--- src/hdl/rv_defines.svh ---
`ifndef RV_DEFINES_SVH
`define RV_DEFINES_SVH

// Datapath and register width
`define RV_XLEN    32

// Register file address width, 32 entries
`define RV_REG_AW  5

// ---------------------------------------------------------------------------
// Word address widths of the external memory ports
// ---------------------------------------------------------------------------
`define RV_IMEM_AW 9
`define RV_DMEM_AW 8

`endif

--- src/hdl/rv_pkg.sv ---
package rv_pkg;

    // Major opcodes of the supported RV32I subset
    typedef enum logic [6:0] {
        OP_R      = 7'b0110011,
        OP_I      = 7'b0010011,
        OP_LOAD   = 7'b0000011,
        OP_STORE  = 7'b0100011,
        OP_BRANCH = 7'b1100011,
        OP_JAL    = 7'b1101111
    } opcode_t;

    // ALU functions
    typedef enum logic [2:0] {
        ALU_ADD = 3'd0,
        ALU_SUB = 3'd1,
        ALU_AND = 3'd2,
        ALU_OR  = 3'd3,
        ALU_SLT = 3'd4
    } alu_op_t;

    // Source of the value written back to rd
    typedef enum logic [1:0] {
        RES_ALU = 2'd0,
        RES_MEM = 2'd1,
        RES_PC4 = 2'd2
    } result_src_t;

endpackage

--- src/hdl/rv_pipe_if.sv ---
`timescale 1ns/1ps
`include "rv_defines.svh"

// ---------------------------------------------------------------------------
// IF/ID pipeline register
// ---------------------------------------------------------------------------
interface if_id_if;
    logic [`RV_XLEN-1:0] pc;
    logic [`RV_XLEN-1:0] pc4;
    logic [`RV_XLEN-1:0] instr;

    modport fetch  (output pc, pc4, instr);
    modport decode (input pc, pc4, instr);
    modport hazard (input instr);
endinterface

// ---------------------------------------------------------------------------
// ID/EX pipeline register
// ---------------------------------------------------------------------------
interface id_ex_if;
    logic                  regwrite;
    rv_pkg::result_src_t   result_src;
    logic                  memwrite;
    logic                  jump;
    logic                  branch;
    logic                  branch_ne;
    rv_pkg::alu_op_t       alu_op;
    logic                  alu_src;
    logic [`RV_XLEN-1:0]   rs1_data;
    logic [`RV_XLEN-1:0]   rs2_data;
    logic [`RV_REG_AW-1:0] rs1_addr;
    logic [`RV_REG_AW-1:0] rs2_addr;
    logic [`RV_REG_AW-1:0] rd_addr;
    logic [`RV_XLEN-1:0]   imm;
    logic [`RV_XLEN-1:0]   pc;
    logic [`RV_XLEN-1:0]   pc4;

    modport decode (output regwrite, result_src, memwrite, jump, branch, branch_ne,
                    alu_op, alu_src, rs1_data, rs2_data, rs1_addr, rs2_addr, rd_addr,
                    imm, pc, pc4);
    modport execute (input regwrite, result_src, memwrite, jump, branch, branch_ne,
                     alu_op, alu_src, rs1_data, rs2_data, rs1_addr, rs2_addr, rd_addr,
                     imm, pc, pc4);
    modport hazard (input result_src, rs1_addr, rs2_addr, rd_addr);
endinterface

// ---------------------------------------------------------------------------
// EX/MEM pipeline register
// ---------------------------------------------------------------------------
interface ex_mem_if;
    logic                  regwrite;
    rv_pkg::result_src_t   result_src;
    logic                  memwrite;
    logic [`RV_XLEN-1:0]   alu_result;
    logic [`RV_XLEN-1:0]   write_data;
    logic [`RV_REG_AW-1:0] rd_addr;
    logic [`RV_XLEN-1:0]   pc4;

    modport execute (output regwrite, result_src, memwrite, alu_result, write_data,
                     rd_addr, pc4);
    modport memory (input regwrite, result_src, memwrite, alu_result, write_data,
                    rd_addr, pc4);
    modport hazard (input regwrite, rd_addr);
endinterface

// Writeback bus into the register file and the forwarding paths
interface wb_if;
    logic                  regwrite;
    logic [`RV_REG_AW-1:0] rd_addr;
    logic [`RV_XLEN-1:0]   result;

    modport memory  (output regwrite, rd_addr, result);
    modport decode  (input regwrite, rd_addr, result);
    modport execute (input result);
    modport hazard  (input regwrite, rd_addr);
endinterface

// Stall, flush and forward controls plus the redirect from EX
interface hazard_if;
    logic                stall_f;
    logic                stall_d;
    logic                flush_d;
    logic                flush_e;
    logic [1:0]          forward_a;
    logic [1:0]          forward_b;
    logic                pcsrc;
    logic [`RV_XLEN-1:0] pc_target;

    modport hazard  (output stall_f, stall_d, flush_d, flush_e, forward_a, forward_b,
                     input pcsrc);
    modport fetch   (input stall_f, stall_d, flush_d, pcsrc, pc_target);
    modport decode  (input flush_e);
    modport execute (input forward_a, forward_b, output pcsrc, pc_target);
endinterface

--- src/hdl/fetch_stage.sv ---
`timescale 1ns/1ps
`include "rv_defines.svh"

module fetch_stage (
    input  logic                   i_clk,
    input  logic                   i_rst,
    output logic [`RV_IMEM_AW-1:0] o_imem_addr,
    input  logic [`RV_XLEN-1:0]    i_imem_rdata,
    hazard_if.fetch                hz,
    if_id_if.fetch                 id
);

    logic [`RV_XLEN-1:0] pc;
    logic [`RV_XLEN-1:0] pc4;
    logic [`RV_XLEN-1:0] pc_next;

    assign pc4     = pc + 'd4;
    assign pc_next = hz.pcsrc ? hz.pc_target : pc4;

    // Word address of the current PC
    assign o_imem_addr = pc[`RV_IMEM_AW+1:2];

    always_ff @(posedge i_clk) begin
        if (i_rst) begin
            pc <= '0;
        end else if (!hz.stall_f) begin
            pc <= pc_next;
        end
    end

    // IF/ID register, an all-zero word decodes as a bubble
    always_ff @(posedge i_clk) begin
        if (i_rst || hz.flush_d) begin
            id.instr <= '0;
        end else if (!hz.stall_d) begin
            id.instr <= i_imem_rdata;
        end
    end

    always_ff @(posedge i_clk) begin
        if (!hz.stall_d) begin
            id.pc  <= pc;
            id.pc4 <= pc4;
        end
    end

endmodule

--- src/hdl/decode_stage.sv ---
`timescale 1ns/1ps
`include "rv_defines.svh"

module decode_stage (
    input  logic     i_clk,
    input  logic     i_rst,
    if_id_if.decode  id,
    id_ex_if.decode  ex,
    wb_if.decode     wb,
    hazard_if.decode hz
);

    localparam int NREGS = 1 << `RV_REG_AW;

    logic [`RV_XLEN-1:0]   regs [NREGS];
    rv_pkg::opcode_t       opcode;
    logic [2:0]            funct3;
    logic [`RV_REG_AW-1:0] rs1;
    logic [`RV_REG_AW-1:0] rs2;
    logic [`RV_XLEN-1:0]   imm_i;
    logic [`RV_XLEN-1:0]   imm_s;
    logic [`RV_XLEN-1:0]   imm_b;
    logic [`RV_XLEN-1:0]   imm_j;

    // Decoded controls
    logic                  regwrite;
    rv_pkg::result_src_t   result_src;
    logic                  memwrite;
    logic                  jump;
    logic                  branch;
    logic                  alu_src;
    rv_pkg::alu_op_t       alu_op;
    logic [`RV_XLEN-1:0]   imm;

    assign opcode = rv_pkg::opcode_t'(id.instr[6:0]);
    assign funct3 = id.instr[14:12];
    assign rs1    = id.instr[19:15];
    assign rs2    = id.instr[24:20];

    assign imm_i = {{(`RV_XLEN-12){id.instr[31]}}, id.instr[31:20]};
    assign imm_s = {{(`RV_XLEN-12){id.instr[31]}}, id.instr[31:25], id.instr[11:7]};
    assign imm_b = {{(`RV_XLEN-13){id.instr[31]}}, id.instr[31], id.instr[7],
                    id.instr[30:25], id.instr[11:8], 1'b0};
    assign imm_j = {{(`RV_XLEN-21){id.instr[31]}}, id.instr[31], id.instr[19:12],
                    id.instr[20], id.instr[30:21], 1'b0};

    // Shared by register and immediate arithmetic
    function automatic rv_pkg::alu_op_t arith_op(input logic [2:0] f3, input logic sub);
        case (f3)
            3'b010:  return rv_pkg::ALU_SLT;
            3'b110:  return rv_pkg::ALU_OR;
            3'b111:  return rv_pkg::ALU_AND;
            default: return sub ? rv_pkg::ALU_SUB : rv_pkg::ALU_ADD;
        endcase
    endfunction

    always_comb begin
        regwrite   = 1'b0;
        result_src = rv_pkg::RES_ALU;
        memwrite   = 1'b0;
        jump       = 1'b0;
        branch     = 1'b0;
        alu_src    = 1'b0;
        alu_op     = rv_pkg::ALU_ADD;
        imm        = imm_i;
        case (opcode)
            rv_pkg::OP_R: begin
                regwrite = 1'b1;
                alu_op   = arith_op(funct3, id.instr[30]);
            end
            rv_pkg::OP_I: begin
                regwrite = 1'b1;
                alu_src  = 1'b1;
                alu_op   = arith_op(funct3, 1'b0);
            end
            rv_pkg::OP_LOAD: begin
                regwrite   = 1'b1;
                result_src = rv_pkg::RES_MEM;
                alu_src    = 1'b1;
            end
            rv_pkg::OP_STORE: begin
                memwrite = 1'b1;
                alu_src  = 1'b1;
                imm      = imm_s;
            end
            rv_pkg::OP_BRANCH: begin
                branch = 1'b1;
                alu_op = rv_pkg::ALU_SUB;
                imm    = imm_b;
            end
            rv_pkg::OP_JAL: begin
                regwrite   = 1'b1;
                result_src = rv_pkg::RES_PC4;
                jump       = 1'b1;
                imm        = imm_j;
            end
            default: begin
                // Unknown opcode stays a bubble
            end
        endcase
    end

    // -----------------------------------------------------------------------
    // Register file, x0 reads as zero, WB write visible in the same cycle
    // -----------------------------------------------------------------------
    always_ff @(posedge i_clk) begin
        if (wb.regwrite && wb.rd_addr != '0) begin
            regs[wb.rd_addr] <= wb.result;
        end
    end

    function automatic logic [`RV_XLEN-1:0] rf_read(input logic [`RV_REG_AW-1:0] addr);
        if (addr == '0) begin
            return '0;
        end else if (wb.regwrite && wb.rd_addr == addr) begin
            return wb.result;
        end
        return regs[addr];
    endfunction

    // ID/EX register, flush clears only the control bits
    always_ff @(posedge i_clk) begin
        if (i_rst || hz.flush_e) begin
            ex.regwrite   <= 1'b0;
            ex.result_src <= rv_pkg::RES_ALU;
            ex.memwrite   <= 1'b0;
            ex.jump       <= 1'b0;
            ex.branch     <= 1'b0;
        end else begin
            ex.regwrite   <= regwrite;
            ex.result_src <= result_src;
            ex.memwrite   <= memwrite;
            ex.jump       <= jump;
            ex.branch     <= branch;
        end
    end

    always_ff @(posedge i_clk) begin
        ex.branch_ne <= funct3[0];
        ex.alu_op    <= alu_op;
        ex.alu_src   <= alu_src;
        ex.rs1_data  <= rf_read(rs1);
        ex.rs2_data  <= rf_read(rs2);
        ex.rs1_addr  <= rs1;
        ex.rs2_addr  <= rs2;
        ex.rd_addr   <= id.instr[11:7];
        ex.imm       <= imm;
        ex.pc        <= id.pc;
        ex.pc4       <= id.pc4;
    end

endmodule

--- src/hdl/execute_stage.sv ---
`timescale 1ns/1ps
`include "rv_defines.svh"

module execute_stage (
    input  logic      i_clk,
    input  logic      i_rst,
    id_ex_if.execute  ex,
    ex_mem_if.execute mem,
    wb_if.execute     wb,
    hazard_if.execute hz
);

    logic [`RV_XLEN-1:0] src_a;
    logic [`RV_XLEN-1:0] fwd_b;
    logic [`RV_XLEN-1:0] src_b;
    logic [`RV_XLEN-1:0] alu_result;
    logic                zero;

    // MEM over WB over the register value
    function automatic logic [`RV_XLEN-1:0] fwd_mux(input logic [1:0] sel,
                                                   input logic [`RV_XLEN-1:0] rf_val);
        case (sel)
            2'b10:   return mem.alu_result;
            2'b01:   return wb.result;
            default: return rf_val;
        endcase
    endfunction

    assign src_a = fwd_mux(hz.forward_a, ex.rs1_data);
    assign fwd_b = fwd_mux(hz.forward_b, ex.rs2_data);
    assign src_b = ex.alu_src ? ex.imm : fwd_b;

    always_comb begin
        case (ex.alu_op)
            rv_pkg::ALU_SUB: alu_result = src_a - src_b;
            rv_pkg::ALU_AND: alu_result = src_a & src_b;
            rv_pkg::ALU_OR:  alu_result = src_a | src_b;
            rv_pkg::ALU_SLT: alu_result = {{(`RV_XLEN-1){1'b0}},
                                           $signed(src_a) < $signed(src_b)};
            default:         alu_result = src_a + src_b;
        endcase
    end

    // -----------------------------------------------------------------------
    // Branch decision and redirect target
    // -----------------------------------------------------------------------
    assign zero         = (alu_result == '0);
    assign hz.pcsrc     = ex.jump | (ex.branch & (zero ^ ex.branch_ne));
    assign hz.pc_target = ex.pc + ex.imm;

    // EX/MEM register
    always_ff @(posedge i_clk) begin
        if (i_rst) begin
            mem.regwrite   <= 1'b0;
            mem.result_src <= rv_pkg::RES_ALU;
            mem.memwrite   <= 1'b0;
        end else begin
            mem.regwrite   <= ex.regwrite;
            mem.result_src <= ex.result_src;
            mem.memwrite   <= ex.memwrite;
        end
    end

    always_ff @(posedge i_clk) begin
        mem.alu_result <= alu_result;
        mem.write_data <= fwd_b;
        mem.rd_addr    <= ex.rd_addr;
        mem.pc4        <= ex.pc4;
    end

endmodule

--- src/hdl/memory_stage.sv ---
`timescale 1ns/1ps
`include "rv_defines.svh"

module memory_stage (
    input  logic                   i_clk,
    input  logic                   i_rst,
    output logic                   o_dmem_we,
    output logic [`RV_DMEM_AW-1:0] o_dmem_addr,
    output logic [`RV_XLEN-1:0]    o_dmem_wdata,
    input  logic [`RV_XLEN-1:0]    i_dmem_rdata,
    ex_mem_if.memory               mem,
    wb_if.memory                   wb
);

    // MEM/WB payload
    rv_pkg::result_src_t result_src_w;
    logic [`RV_XLEN-1:0] alu_result_w;
    logic [`RV_XLEN-1:0] read_data_w;
    logic [`RV_XLEN-1:0] pc4_w;

    // Data port straight from EX/MEM
    assign o_dmem_we    = mem.memwrite;
    assign o_dmem_addr  = mem.alu_result[`RV_DMEM_AW+1:2];
    assign o_dmem_wdata = mem.write_data;

    always_ff @(posedge i_clk) begin
        if (i_rst) begin
            wb.regwrite <= 1'b0;
        end else begin
            wb.regwrite <= mem.regwrite;
        end
    end

    always_ff @(posedge i_clk) begin
        wb.rd_addr   <= mem.rd_addr;
        result_src_w <= mem.result_src;
        alu_result_w <= mem.alu_result;
        read_data_w  <= i_dmem_rdata;
        pc4_w        <= mem.pc4;
    end

    // -----------------------------------------------------------------------
    // Writeback result select
    // -----------------------------------------------------------------------
    always_comb begin
        case (result_src_w)
            rv_pkg::RES_MEM: wb.result = read_data_w;
            rv_pkg::RES_PC4: wb.result = pc4_w;
            default:         wb.result = alu_result_w;
        endcase
    end

endmodule

--- src/hdl/hazard_unit.sv ---
`timescale 1ns/1ps
`include "rv_defines.svh"

module hazard_unit (
    if_id_if.hazard  id,
    id_ex_if.hazard  ex,
    ex_mem_if.hazard mem,
    wb_if.hazard     wb,
    hazard_if.hazard hz
);

    logic [`RV_REG_AW-1:0] rs1_d;
    logic [`RV_REG_AW-1:0] rs2_d;
    logic                  lw_stall;

    // Source registers of the instruction in decode
    assign rs1_d = id.instr[19:15];
    assign rs2_d = id.instr[24:20];

    // -----------------------------------------------------------------------
    // Forwarding into EX, the youngest producer wins
    // -----------------------------------------------------------------------
    function automatic logic [1:0] fwd_sel(input logic [`RV_REG_AW-1:0] rs);
        if (rs != '0 && mem.regwrite && mem.rd_addr == rs) begin
            return 2'b10;
        end else if (rs != '0 && wb.regwrite && wb.rd_addr == rs) begin
            return 2'b01;
        end
        return 2'b00;
    endfunction

    assign hz.forward_a = fwd_sel(ex.rs1_addr);
    assign hz.forward_b = fwd_sel(ex.rs2_addr);

    // Load in EX feeding the instruction in decode
    assign lw_stall = (ex.result_src == rv_pkg::RES_MEM) && (ex.rd_addr != '0) &&
                      ((ex.rd_addr == rs1_d) || (ex.rd_addr == rs2_d));

    assign hz.stall_f = lw_stall;
    assign hz.stall_d = lw_stall;

    // Redirect drops the two younger instructions
    assign hz.flush_d = hz.pcsrc;
    assign hz.flush_e = hz.pcsrc | lw_stall;

endmodule

--- src/hdl/riscv_core.sv ---
`timescale 1ns/1ps
`include "rv_defines.svh"

module riscv_core (
    input  logic                   i_clk,
    input  logic                   i_rst,

    // Instruction memory port
    output logic [`RV_IMEM_AW-1:0] o_imem_addr,
    input  logic [`RV_XLEN-1:0]    i_imem_rdata,

    // Data memory port
    output logic                   o_dmem_we,
    output logic [`RV_DMEM_AW-1:0] o_dmem_addr,
    output logic [`RV_XLEN-1:0]    o_dmem_wdata,
    input  logic [`RV_XLEN-1:0]    i_dmem_rdata
);

    if_id_if  u_if_id ();
    id_ex_if  u_id_ex ();
    ex_mem_if u_ex_mem ();
    wb_if     u_wb ();
    hazard_if u_hz ();

    // -----------------------------------------------------------------------
    // Pipeline stages
    // -----------------------------------------------------------------------
    fetch_stage u_fetch_stage (
        .i_clk        (i_clk),
        .i_rst        (i_rst),
        .o_imem_addr  (o_imem_addr),
        .i_imem_rdata (i_imem_rdata),
        .hz           (u_hz.fetch),
        .id           (u_if_id.fetch)
    );

    decode_stage u_decode_stage (
        .i_clk (i_clk),
        .i_rst (i_rst),
        .id    (u_if_id.decode),
        .ex    (u_id_ex.decode),
        .wb    (u_wb.decode),
        .hz    (u_hz.decode)
    );

    execute_stage u_execute_stage (
        .i_clk (i_clk),
        .i_rst (i_rst),
        .ex    (u_id_ex.execute),
        .mem   (u_ex_mem.execute),
        .wb    (u_wb.execute),
        .hz    (u_hz.execute)
    );

    memory_stage u_memory_stage (
        .i_clk        (i_clk),
        .i_rst        (i_rst),
        .o_dmem_we    (o_dmem_we),
        .o_dmem_addr  (o_dmem_addr),
        .o_dmem_wdata (o_dmem_wdata),
        .i_dmem_rdata (i_dmem_rdata),
        .mem          (u_ex_mem.memory),
        .wb           (u_wb.memory)
    );

    // Stall, flush and forward control
    hazard_unit u_hazard_unit (
        .id  (u_if_id.hazard),
        .ex  (u_id_ex.hazard),
        .mem (u_ex_mem.hazard),
        .wb  (u_wb.hazard),
        .hz  (u_hz.hazard)
    );

endmodule

--- config.mk ---
export PLATFORM = sky130hd
export DESIGN_NAME = riscv_core
export DESIGN_NICKNAME = d
export VERILOG_FILES = /design/src/hdl/rv_pkg.sv /design/src/hdl/rv_pipe_if.sv /design/src/hdl/fetch_stage.sv /design/src/hdl/decode_stage.sv /design/src/hdl/execute_stage.sv /design/src/hdl/memory_stage.sv /design/src/hdl/hazard_unit.sv /design/src/hdl/riscv_core.sv
export VERILOG_INCLUDE_DIRS = /design/src /design/src/hdl
export SDC_FILE = /design/constraint.sdc
export NUM_CORES = 2
export LEC_CHECK = 0
export BUFFER_PORTS_ARGS = -buffer_cell sky130_fd_sc_hd__buf_2
export CAP_MARGIN = 20
export CORE_MARGIN = 2
export CORE_UTILIZATION = 52
export DETAILED_ROUTE_END_ITERATION = 6
export PLACE_DENSITY = 0.68
export SLEW_MARGIN = 20
export SYNTH_ARGS = -nofsm -noshare
export SYNTH_HDL_FRONTEND = slang
export SYNTH_SLANG_ARGS = --single-unit
--- constraint.sdc ---
create_clock -name i_clk -period 8 [get_ports i_clk]
set_input_delay 0.8 -clock i_clk [delete_from_list [all_inputs] [get_ports i_clk]]
set_output_delay 0.8 -clock i_clk [all_outputs]
set_load 0.01 [all_outputs]
**Yosys cells after proc, flatten, opt, wreduce, memory -nomap -nowiden**

Memories as Yosys holds them, arrays and structs flattened. A register that Yosys moved wholly into a read port is not among the register bits.
Cells that the tools add are included.

- Multiplexer cells: 43
- Bitwise gates (word level): 6
- Equality and inequality tests: 28
- Div/mod/pow operators: 0
- Reduce and logical (&&, ||, !) cells: 25
- Order comparisons: 1
- Add/subtract/negate cells: 4
- Shift operators: 0
- Multiply operators: 0

Operators by type and width:

| kind | count |
|---|---|
| two-way mux 32 bit | 8 |
| case mux 32 bit (2 select lines) | 3 |
| case mux 32 bit (4 select lines) | 1 |
| adder 32 bit | 2 |
| case mux 20 bit (3 select lines) | 1 |
| equality test 5 bit | 8 |
| adder 32 x 3 -> 32 bit (second input constant) | 1 |
| bitwise AND 32 bit | 1 |
| logical NOT 32 bit | 1 |
| < comparator 32 bit | 1 |
| bitwise OR 32 bit | 1 |
| subtractor 32 bit | 1 |
| case mux 3 bit (3 select lines) | 3 |
| two-way mux 5 bit | 4 |
| nonzero test 5 bit | 4 |
| two-way mux 1 bit | 16 |
| equality test 7 x 6 -> 1 bit (second input constant) | 2 |
| equality test 7 bit (second input constant) | 2 |
| logical AND 1 bit | 13 |
| two-way mux 2 bit | 6 |
| logical NOT 5 bit | 2 |
| equality test 3 x 2 -> 1 bit (second input constant) | 3 |
| equality test 3 bit (second input constant) | 3 |
| equality test 2 x 1 -> 1 bit (second input constant) | 4 |
| 11 further kinds | 16 |

- RAM bits: 1024
- ROM bits: 0
- Memories: 1
- Register bits after elaboration: 512
- Input bits: 66
- Logic and storage cells: 141
- Latch bits: 0
- Output and inout port bits: 50

Memory list:

| name | words | width | read ports | clocked after Yosys merged registers in | wr ports | line | text |
|---|---|---|---|---|---|---|---|
| u_decode_stage.regs | 32 | 32 | 2 | 2 | 1 | decode_stage.sv:15 | `` logic [`RV_XLEN-1:0] regs [NREGS]; `` |

**Depth between registers and ports, before layout**

- Depth in word-level cells: 17
- Depth in mapped cells: 27
- Gate-level depth less buffers: 24

**Cells and area by module**

From an unflattened synthesis, not the netlist that was laid out.

- Cell total of the unflattened synthesis: 5331
- Area, all modules: 71891.4 um2

Modules (own cells, without submodules):

| module | instances | seq. area each (um2) | cells each | area an instance (um2) |
|---|---|---|---|---|
| decode_stage | 1 | 34252.9 | 3045 | 52295.2 |
| execute_stage | 1 | 2102.0 | 1476 | 10680.2 |
| fetch_stage | 1 | 3143.0 | 494 | 5411.4 |
| memory_stage | 1 | 2082.0 | 259 | 3040.4 |
| hazard_unit | 1 | 0.0 | 57 | 464.2 |

**Worst setup path before layout**

Ideal clock, no wire load.

- Kind: register to register
- From: reg u_memory_stage.result_src_w[0]
- To: reg u_fetch_stage.pc[19]
- Cell stages (with the launch flop): 27
- Slack: 1548 ps
- Library setup time: 246 ps
- Path buffers: 5
- Period minus slack after synthesis: 6452 ps
- Data required time: 7754 ps
- Arrival time: 6206 ps
- Cells stage by stage: dfxtp_1 > inv_1 > ha_1 > clkbuf_1 > buf_1 > o21ai_1 > mux2i_1 > o21ai_0 > mux2i_1 > ha_1 > clkbuf_1 > o21a_1 > o31a_1 > o21ai_4 > o21a_4 > xnor2_1 > a211o_1 > or4_1 > nor4_1 > nand4b_1 > nor4_2 > a31oi_1 > or3_1 > buf_6 > buf_8 > mux2i_1 > a211oi_1

- Word-level cells in the longest chain between the ends: 11
- Elaborated cells on any way between the ends: 17
- Those cells by class: add/sub: 2; order compare: 1; eq/ne: 2; mux: 6; bitwise: 5; reduce/logical: 1

RTL lines:

| what | line | text |
|---|---|---|
| start, declared | memory_stage.sv:16 | `rv_pkg::result_src_t result_src_w;` |
| start signal, assigned | memory_stage.sv:36 | `result_src_w <= mem.result_src;` |
| equality test 2 bit / equality test 2 x 1 -> 1 bit (equally long branches) | memory_stage.sv:46 | `case (result_src_w)` |
| case mux 32 bit (2 select lines) (*) | memory_stage.sv:46 |  |
| named net u_decode_stage.wb.result[4] | rv_pipe_if.sv:73 | `modport decode (input regwrite, rd_addr, result);` |
| case mux 32 bit (2 select lines) (*) | execute_stage.sv:22 | `case (sel)` |
| named net u_execute_stage.fwd_b[4] | execute_stage.sv:14 | `` logic [`RV_XLEN-1:0] fwd_b; `` |
| two-way mux 32 bit (*) | execute_stage.sv:31 | `assign src_b = ex.alu_src ? ex.imm : fwd_b;` |
| adder 32 bit / subtractor 32 bit (equally long branches) | execute_stage.sv:40, execute_stage.sv:35 |  |
| case mux 32 bit (4 select lines) (*) | execute_stage.sv:34 | `case (ex.alu_op)` |
| named net u_execute_stage.alu_result[10] | execute_stage.sv:16 | `` logic [`RV_XLEN-1:0] alu_result; `` |
| logical NOT 32 bit (*) | execute_stage.sv:47 | `assign zero = (alu_result == '0);` |
| XOR 1 bit (*) | execute_stage.sv:48 | `assign hz.pcsrc = ex.jump \| (ex.branch & (zero ^ ex.branch_ne));` |
| bitwise AND 1 bit (*) | execute_stage.sv:48 |  |
| bitwise OR 1 bit (*) | execute_stage.sv:48 |  |
| two-way mux 32 bit (*) | fetch_stage.sv:18 | `assign pc_next = hz.pcsrc ? hz.pc_target : pc4;` |
| end signal, assigned | fetch_stage.sv:27 | `pc <= pc_next;` |
| end, declared | fetch_stage.sv:13 | `` logic [`RV_XLEN-1:0] pc; `` |

The timed path passes the listed nets; every way through them passes the cells marked *.
A chain may end at the register's enable or synchronous reset.

**Final worst setup path**

- From: reg u_decode_stage.ex.rs2_addr[3] in the netlist's numbering
- To: reg u_fetch_stage.pc[21]

- Word-level cells in the longest chain between the ends: 16
- Elaborated cells on any way between the ends: 26
- Those cells by class: add/sub: 2; order compare: 1; eq/ne: 4; mux: 8; bitwise: 5; reduce/logical: 6

RTL lines:

| what | line | text |
|---|---|---|
| start, declared | rv_pipe_if.sv:39 | `alu_op, alu_src, rs1_data, rs2_data, rs1_addr, rs2_addr, rd_addr,` |
| start signal, assigned | decode_stage.sv:145 | `ex.rs2_addr <= rs2;` |
| nonzero test 5 bit | hazard_unit.sv:24, hazard_unit.sv:26 |  |
| logical AND 1 bit (2 in series) | hazard_unit.sv:26 | `end else if (rs != '0 && wb.regwrite && wb.rd_addr == rs) begin` |
| two-way mux 1 bit | hazard_unit.sv:26 |  |
| two-way mux 1 bit | hazard_unit.sv:24 | `if (rs != '0 && mem.regwrite && mem.rd_addr == rs) begin` |
| two-way mux 2 bit (*) | hazard_unit.sv:29 | `return 2'b00;` |
| equality test 2 x 1 -> 1 bit / equality test 2 bit (equally long branches) | execute_stage.sv:22 |  |
| case mux 32 bit (2 select lines) (*) | execute_stage.sv:22 |  |
| named net u_execute_stage.fwd_b[5] | execute_stage.sv:14 |  |
| two-way mux 32 bit (*) | execute_stage.sv:31 |  |
| adder 32 bit / subtractor 32 bit (equally long branches) | execute_stage.sv:40, execute_stage.sv:35 |  |
| case mux 32 bit (4 select lines) (*) | execute_stage.sv:34 |  |
| named net u_execute_stage.alu_result[10] | execute_stage.sv:16 |  |
| logical NOT 32 bit (*) | execute_stage.sv:47 |  |
| XOR 1 bit (*) | execute_stage.sv:48 |  |
| bitwise AND 1 bit (*) | execute_stage.sv:48 |  |
| bitwise OR 1 bit (*) | execute_stage.sv:48 |  |
| two-way mux 32 bit (*) | fetch_stage.sv:18 |  |

Marked as above.

==> impl_metrics.tcl <==
set metrics [dict create \
    via_count 44482 \
    grt_start_max_net_pins 117 \
    grt_pass1_wl_um 303000 \
    path_cells "nor4_1 > nor3_1 > a21oi_1 > nor2_4 > buf_4 > o21ai_0 > mux2i_1 > ha_1 > buf_4 > nor2_1 > o21ai_1 > o21ai_4 > o21a_4 > xnor2_1 > a211o_1 > or4_1 > nor4_2 > nand4b_1 > nor4_4 > a31oi_1 > or3_1 > buf_4 > mux2i_1 > a211oi_1" \
    num_io_pins 116 \
    initial_utilization_pct 52.3 \
    final_hold_viol_count 0 \
    clk-insertion-delay-late_ps 810 \
    yosysWarnings 0 \
    routabilityCongestion 0.947 \
    largest-register "u_decode_stage.regs" \
    hp-class "primary input to register" \
    syn-cell-area_mm2 0.0707 \
    final_common_cell "edfxtp_1" \
    cts_root_buf "clkbuf_16" \
    die_h_um 373 \
    antenna_left 0 \
    die_area_mm2 0.139 \
    multi_input_area_mm2 0.0277 \
    synthFlopType "edfxtp_1" \
    dpl.hpwl_um 131000 \
    place_area_mm2 0.0739 \
    cp.required_ps 8690 \
    htree_num_levels 4 \
    rows 135 \
    track_usage_pct 30.0 \
    postSynthAreaPerCell_um2 15.3 \
    dp_slack_ps 206 \
    postRouteWirelength_um 210000 \
    cpMaxStageDelayCell "or4_1" \
    slew_headroom_pct 23.7 \
    drt_pass1_iterations 6 \
    clock-sinks 1541 \
    drc 0 \
    finish.instance_area_mm2 0.0792 \
    final_layout_size_suffix_gt1_share_pct 25.9 \
    finalMaxSlewViolations 0 \
    cts_tree "yes" \
    synthTopCellsByArea "edfxtp_1, mux4_2, dfxtp_1" \
    largest_reg_flops 1024 \
    io_buffers 115 \
    wl_per_cell_um 31.5 \
    async_reset_ff_share_pct 0 \
    grt_pass1_vias 43911 \
    critPathCaptureType "register" \
    fin_crit_sh_pct 96.6 \
    fin_crit_ps 7730 \
    finalClockSkew_ps 43.6 \
    antenna_found_initial 7 \
    viasPerCell 6.68 \
    clkTransAtPathRegs_ps 60 \
    timing.fmax_mhz 129 \
    syn_inst 4603 \
    final-setup-viol-count 0 \
    numCtsBuffers 157 \
    ys_seq_area_share_pct 59.1 \
    startpoint_type "register" \
    crit_top_cell "buf_4" \
    power_leakage_nw 27.0 \
    clockBufferDepth 3 \
    area_growth_pct 12.1 \
    setup_tns_ps 0 \
    nFillCells 10244 \
    synth_edf_count 1086 \
    yosysUniqueCellTypes 96 \
    crit_fanout 25 \
    cts-hold-fix-buffers 0 \
    gr-total-overflow 0 \
    critPathKind "register to register" \
    core_area_mm2 0.135 \
    drv_cap 0 \
    p_per_area_mw_per_mm2 270 \
    cpPeakStageDelay_ps 580 \
    final_cell_mix "edfxtp_1, mux4_2, dfxtp_1" \
    die_x_um 373 \
    status "finished clean" \
    ff_latch_area_mm2 0.0418 \
    setup_ws_ps 270 \
    synth_top_area_cell "edfxtp_1" \
    crit_arrival_ps 8420 \
    fin_nets 4939 \
    synth.ff_latch_count 1541 \
    worst_ir_drop_vdd_mv 0.206 \
    first_iter_violations 6043 \
    rsz0062_at_grt "false" \
    worst_pin_slew_ps 1140 \
    yosysTopAreaCellShare_pct 46.2 \
]
## cell usage after synthesis, types with 7 or more instances
master,number
a211oi_1,37
nand4_1,16
a21o_1,33
o21a_1,12
xor2_1,47
buf_4,20
a221oi_1,8
o21ai_1,40
o31ai_1,19
or4_1,7
o21bai_1,14
inv_1,113
nand2_1,291
buf_1,76
or3_1,12
clkbuf_1,203
dfxtp_1,455
a31oi_1,16
nor4_1,26
o22ai_1,17
and3_1,24
nor2b_1,26
o21ai_0,132
a22oi_1,33
buf_2,14
mux4_2,640
and2_1,9
xnor2_1,53
a21oi_1,222
nand3_1,60
nor2_1,285
mux2i_1,174
o211ai_1,16
nor3_1,55
nand2b_1,27
edfxtp_1,1086
nor3b_1,8
ha_1,130
## power by group
part           switching, mW  internal (mW)  total [mW]
Sequential             0.344           9.68        10.0
Clock                   3.14           4.23        7.37
Combinational           2.64           1.32        3.97
Total                   6.13           15.2        21.4
## area by class of cell
type / instances / share of cell area (%)
Antenna cell: 1 / 0.00316
Clock inverter: 72 / 0.957
Tap cell: 1781 / 2.81
Sequential cell: 1541 / 52.7
Inverter: 117 / 0.558
Timing Repair Buffer: 263 / 2.36
Clock buffer: 221 / 5.57
Multi-Input combinational cell: 2660 / 35.0
## per-layer routing
| layer | routed length (um) | global-route usage, % |
|---|---|---|
| met3 | 20600 | 4.83 |
| met2 | 96100 | 45.7 |
| met4 | 7880 | 11.4 |
| met5 | 13 | 0 |
| met1 | 85000 | 43.8 |
## cells by family after synthesis
kind of cell               after synthesis  share of synthesized area, %
adders and majority gates              133                          2.39
AOI/OAI and AO/OA                      700                          6.26
muxes                                  816                          22.9
xor gates and xnor gates               101                          1.26
DFF                                   1541                          59.1
buffers and inverters                  434                          2.48
and+or+nand+nor                        877                          5.65
other                                    1                       0.00531
## what timing repair did
item                                   4_1_cts  5_1_grt
setup endpoints to repair                    0       76
buffers inserted                             0        2
gates resized for setup                      0        6
endpoints found under the hold margin        0        0
## final timing paths
kind	from	cells past startpoint	endpoint	slack (ps)
min reg2reg	u_execute_stage.mem.pc4[23]	0	u_memory_stage.pc4_w[23]	320
min	i_dmem_rdata[31]	1	u_memory_stage.read_data_w[31]	100
max reg2reg	u_decode_stage.ex.rs2_addr[3]	24	u_fetch_stage.pc[21]	270
max	u_decode_stage.ex.rs2_addr[3]	24	u_fetch_stage.pc[21]	270
## stage by stage
step / utilization (%) / cells / hold WS, ps / power [mW]
6_report: 58.6 / 6656 / 105 / 21.4
5_1_grt: 58.6 / 6655 / 86.8 / 22.0
4_1_cts: 58.5 / 6651 / 52.3 / 21.4
3_5_place_dp: 54.7 / 6358 / 312 / 14.1
3_3_place_gp: 54.7 / 6357 / 310 / 14.0
2_1_floorplan: - / 4634 / 310 / 12.5
## critical path: cells and delay by family (launching register included)
family / cells / cell delay [ps]
AOI/OAI and AO/OA: 8 / 2710
xor gates and xnor gates: 1 / 140
adders and majority gates: 1 / 490
buffers and inverters: 3 / 720
DFF: 1 / 370
muxes: 2 / 330
and+or+nand+nor: 9 / 2820
No activity file was read; power rests on OpenSTA's default activity.
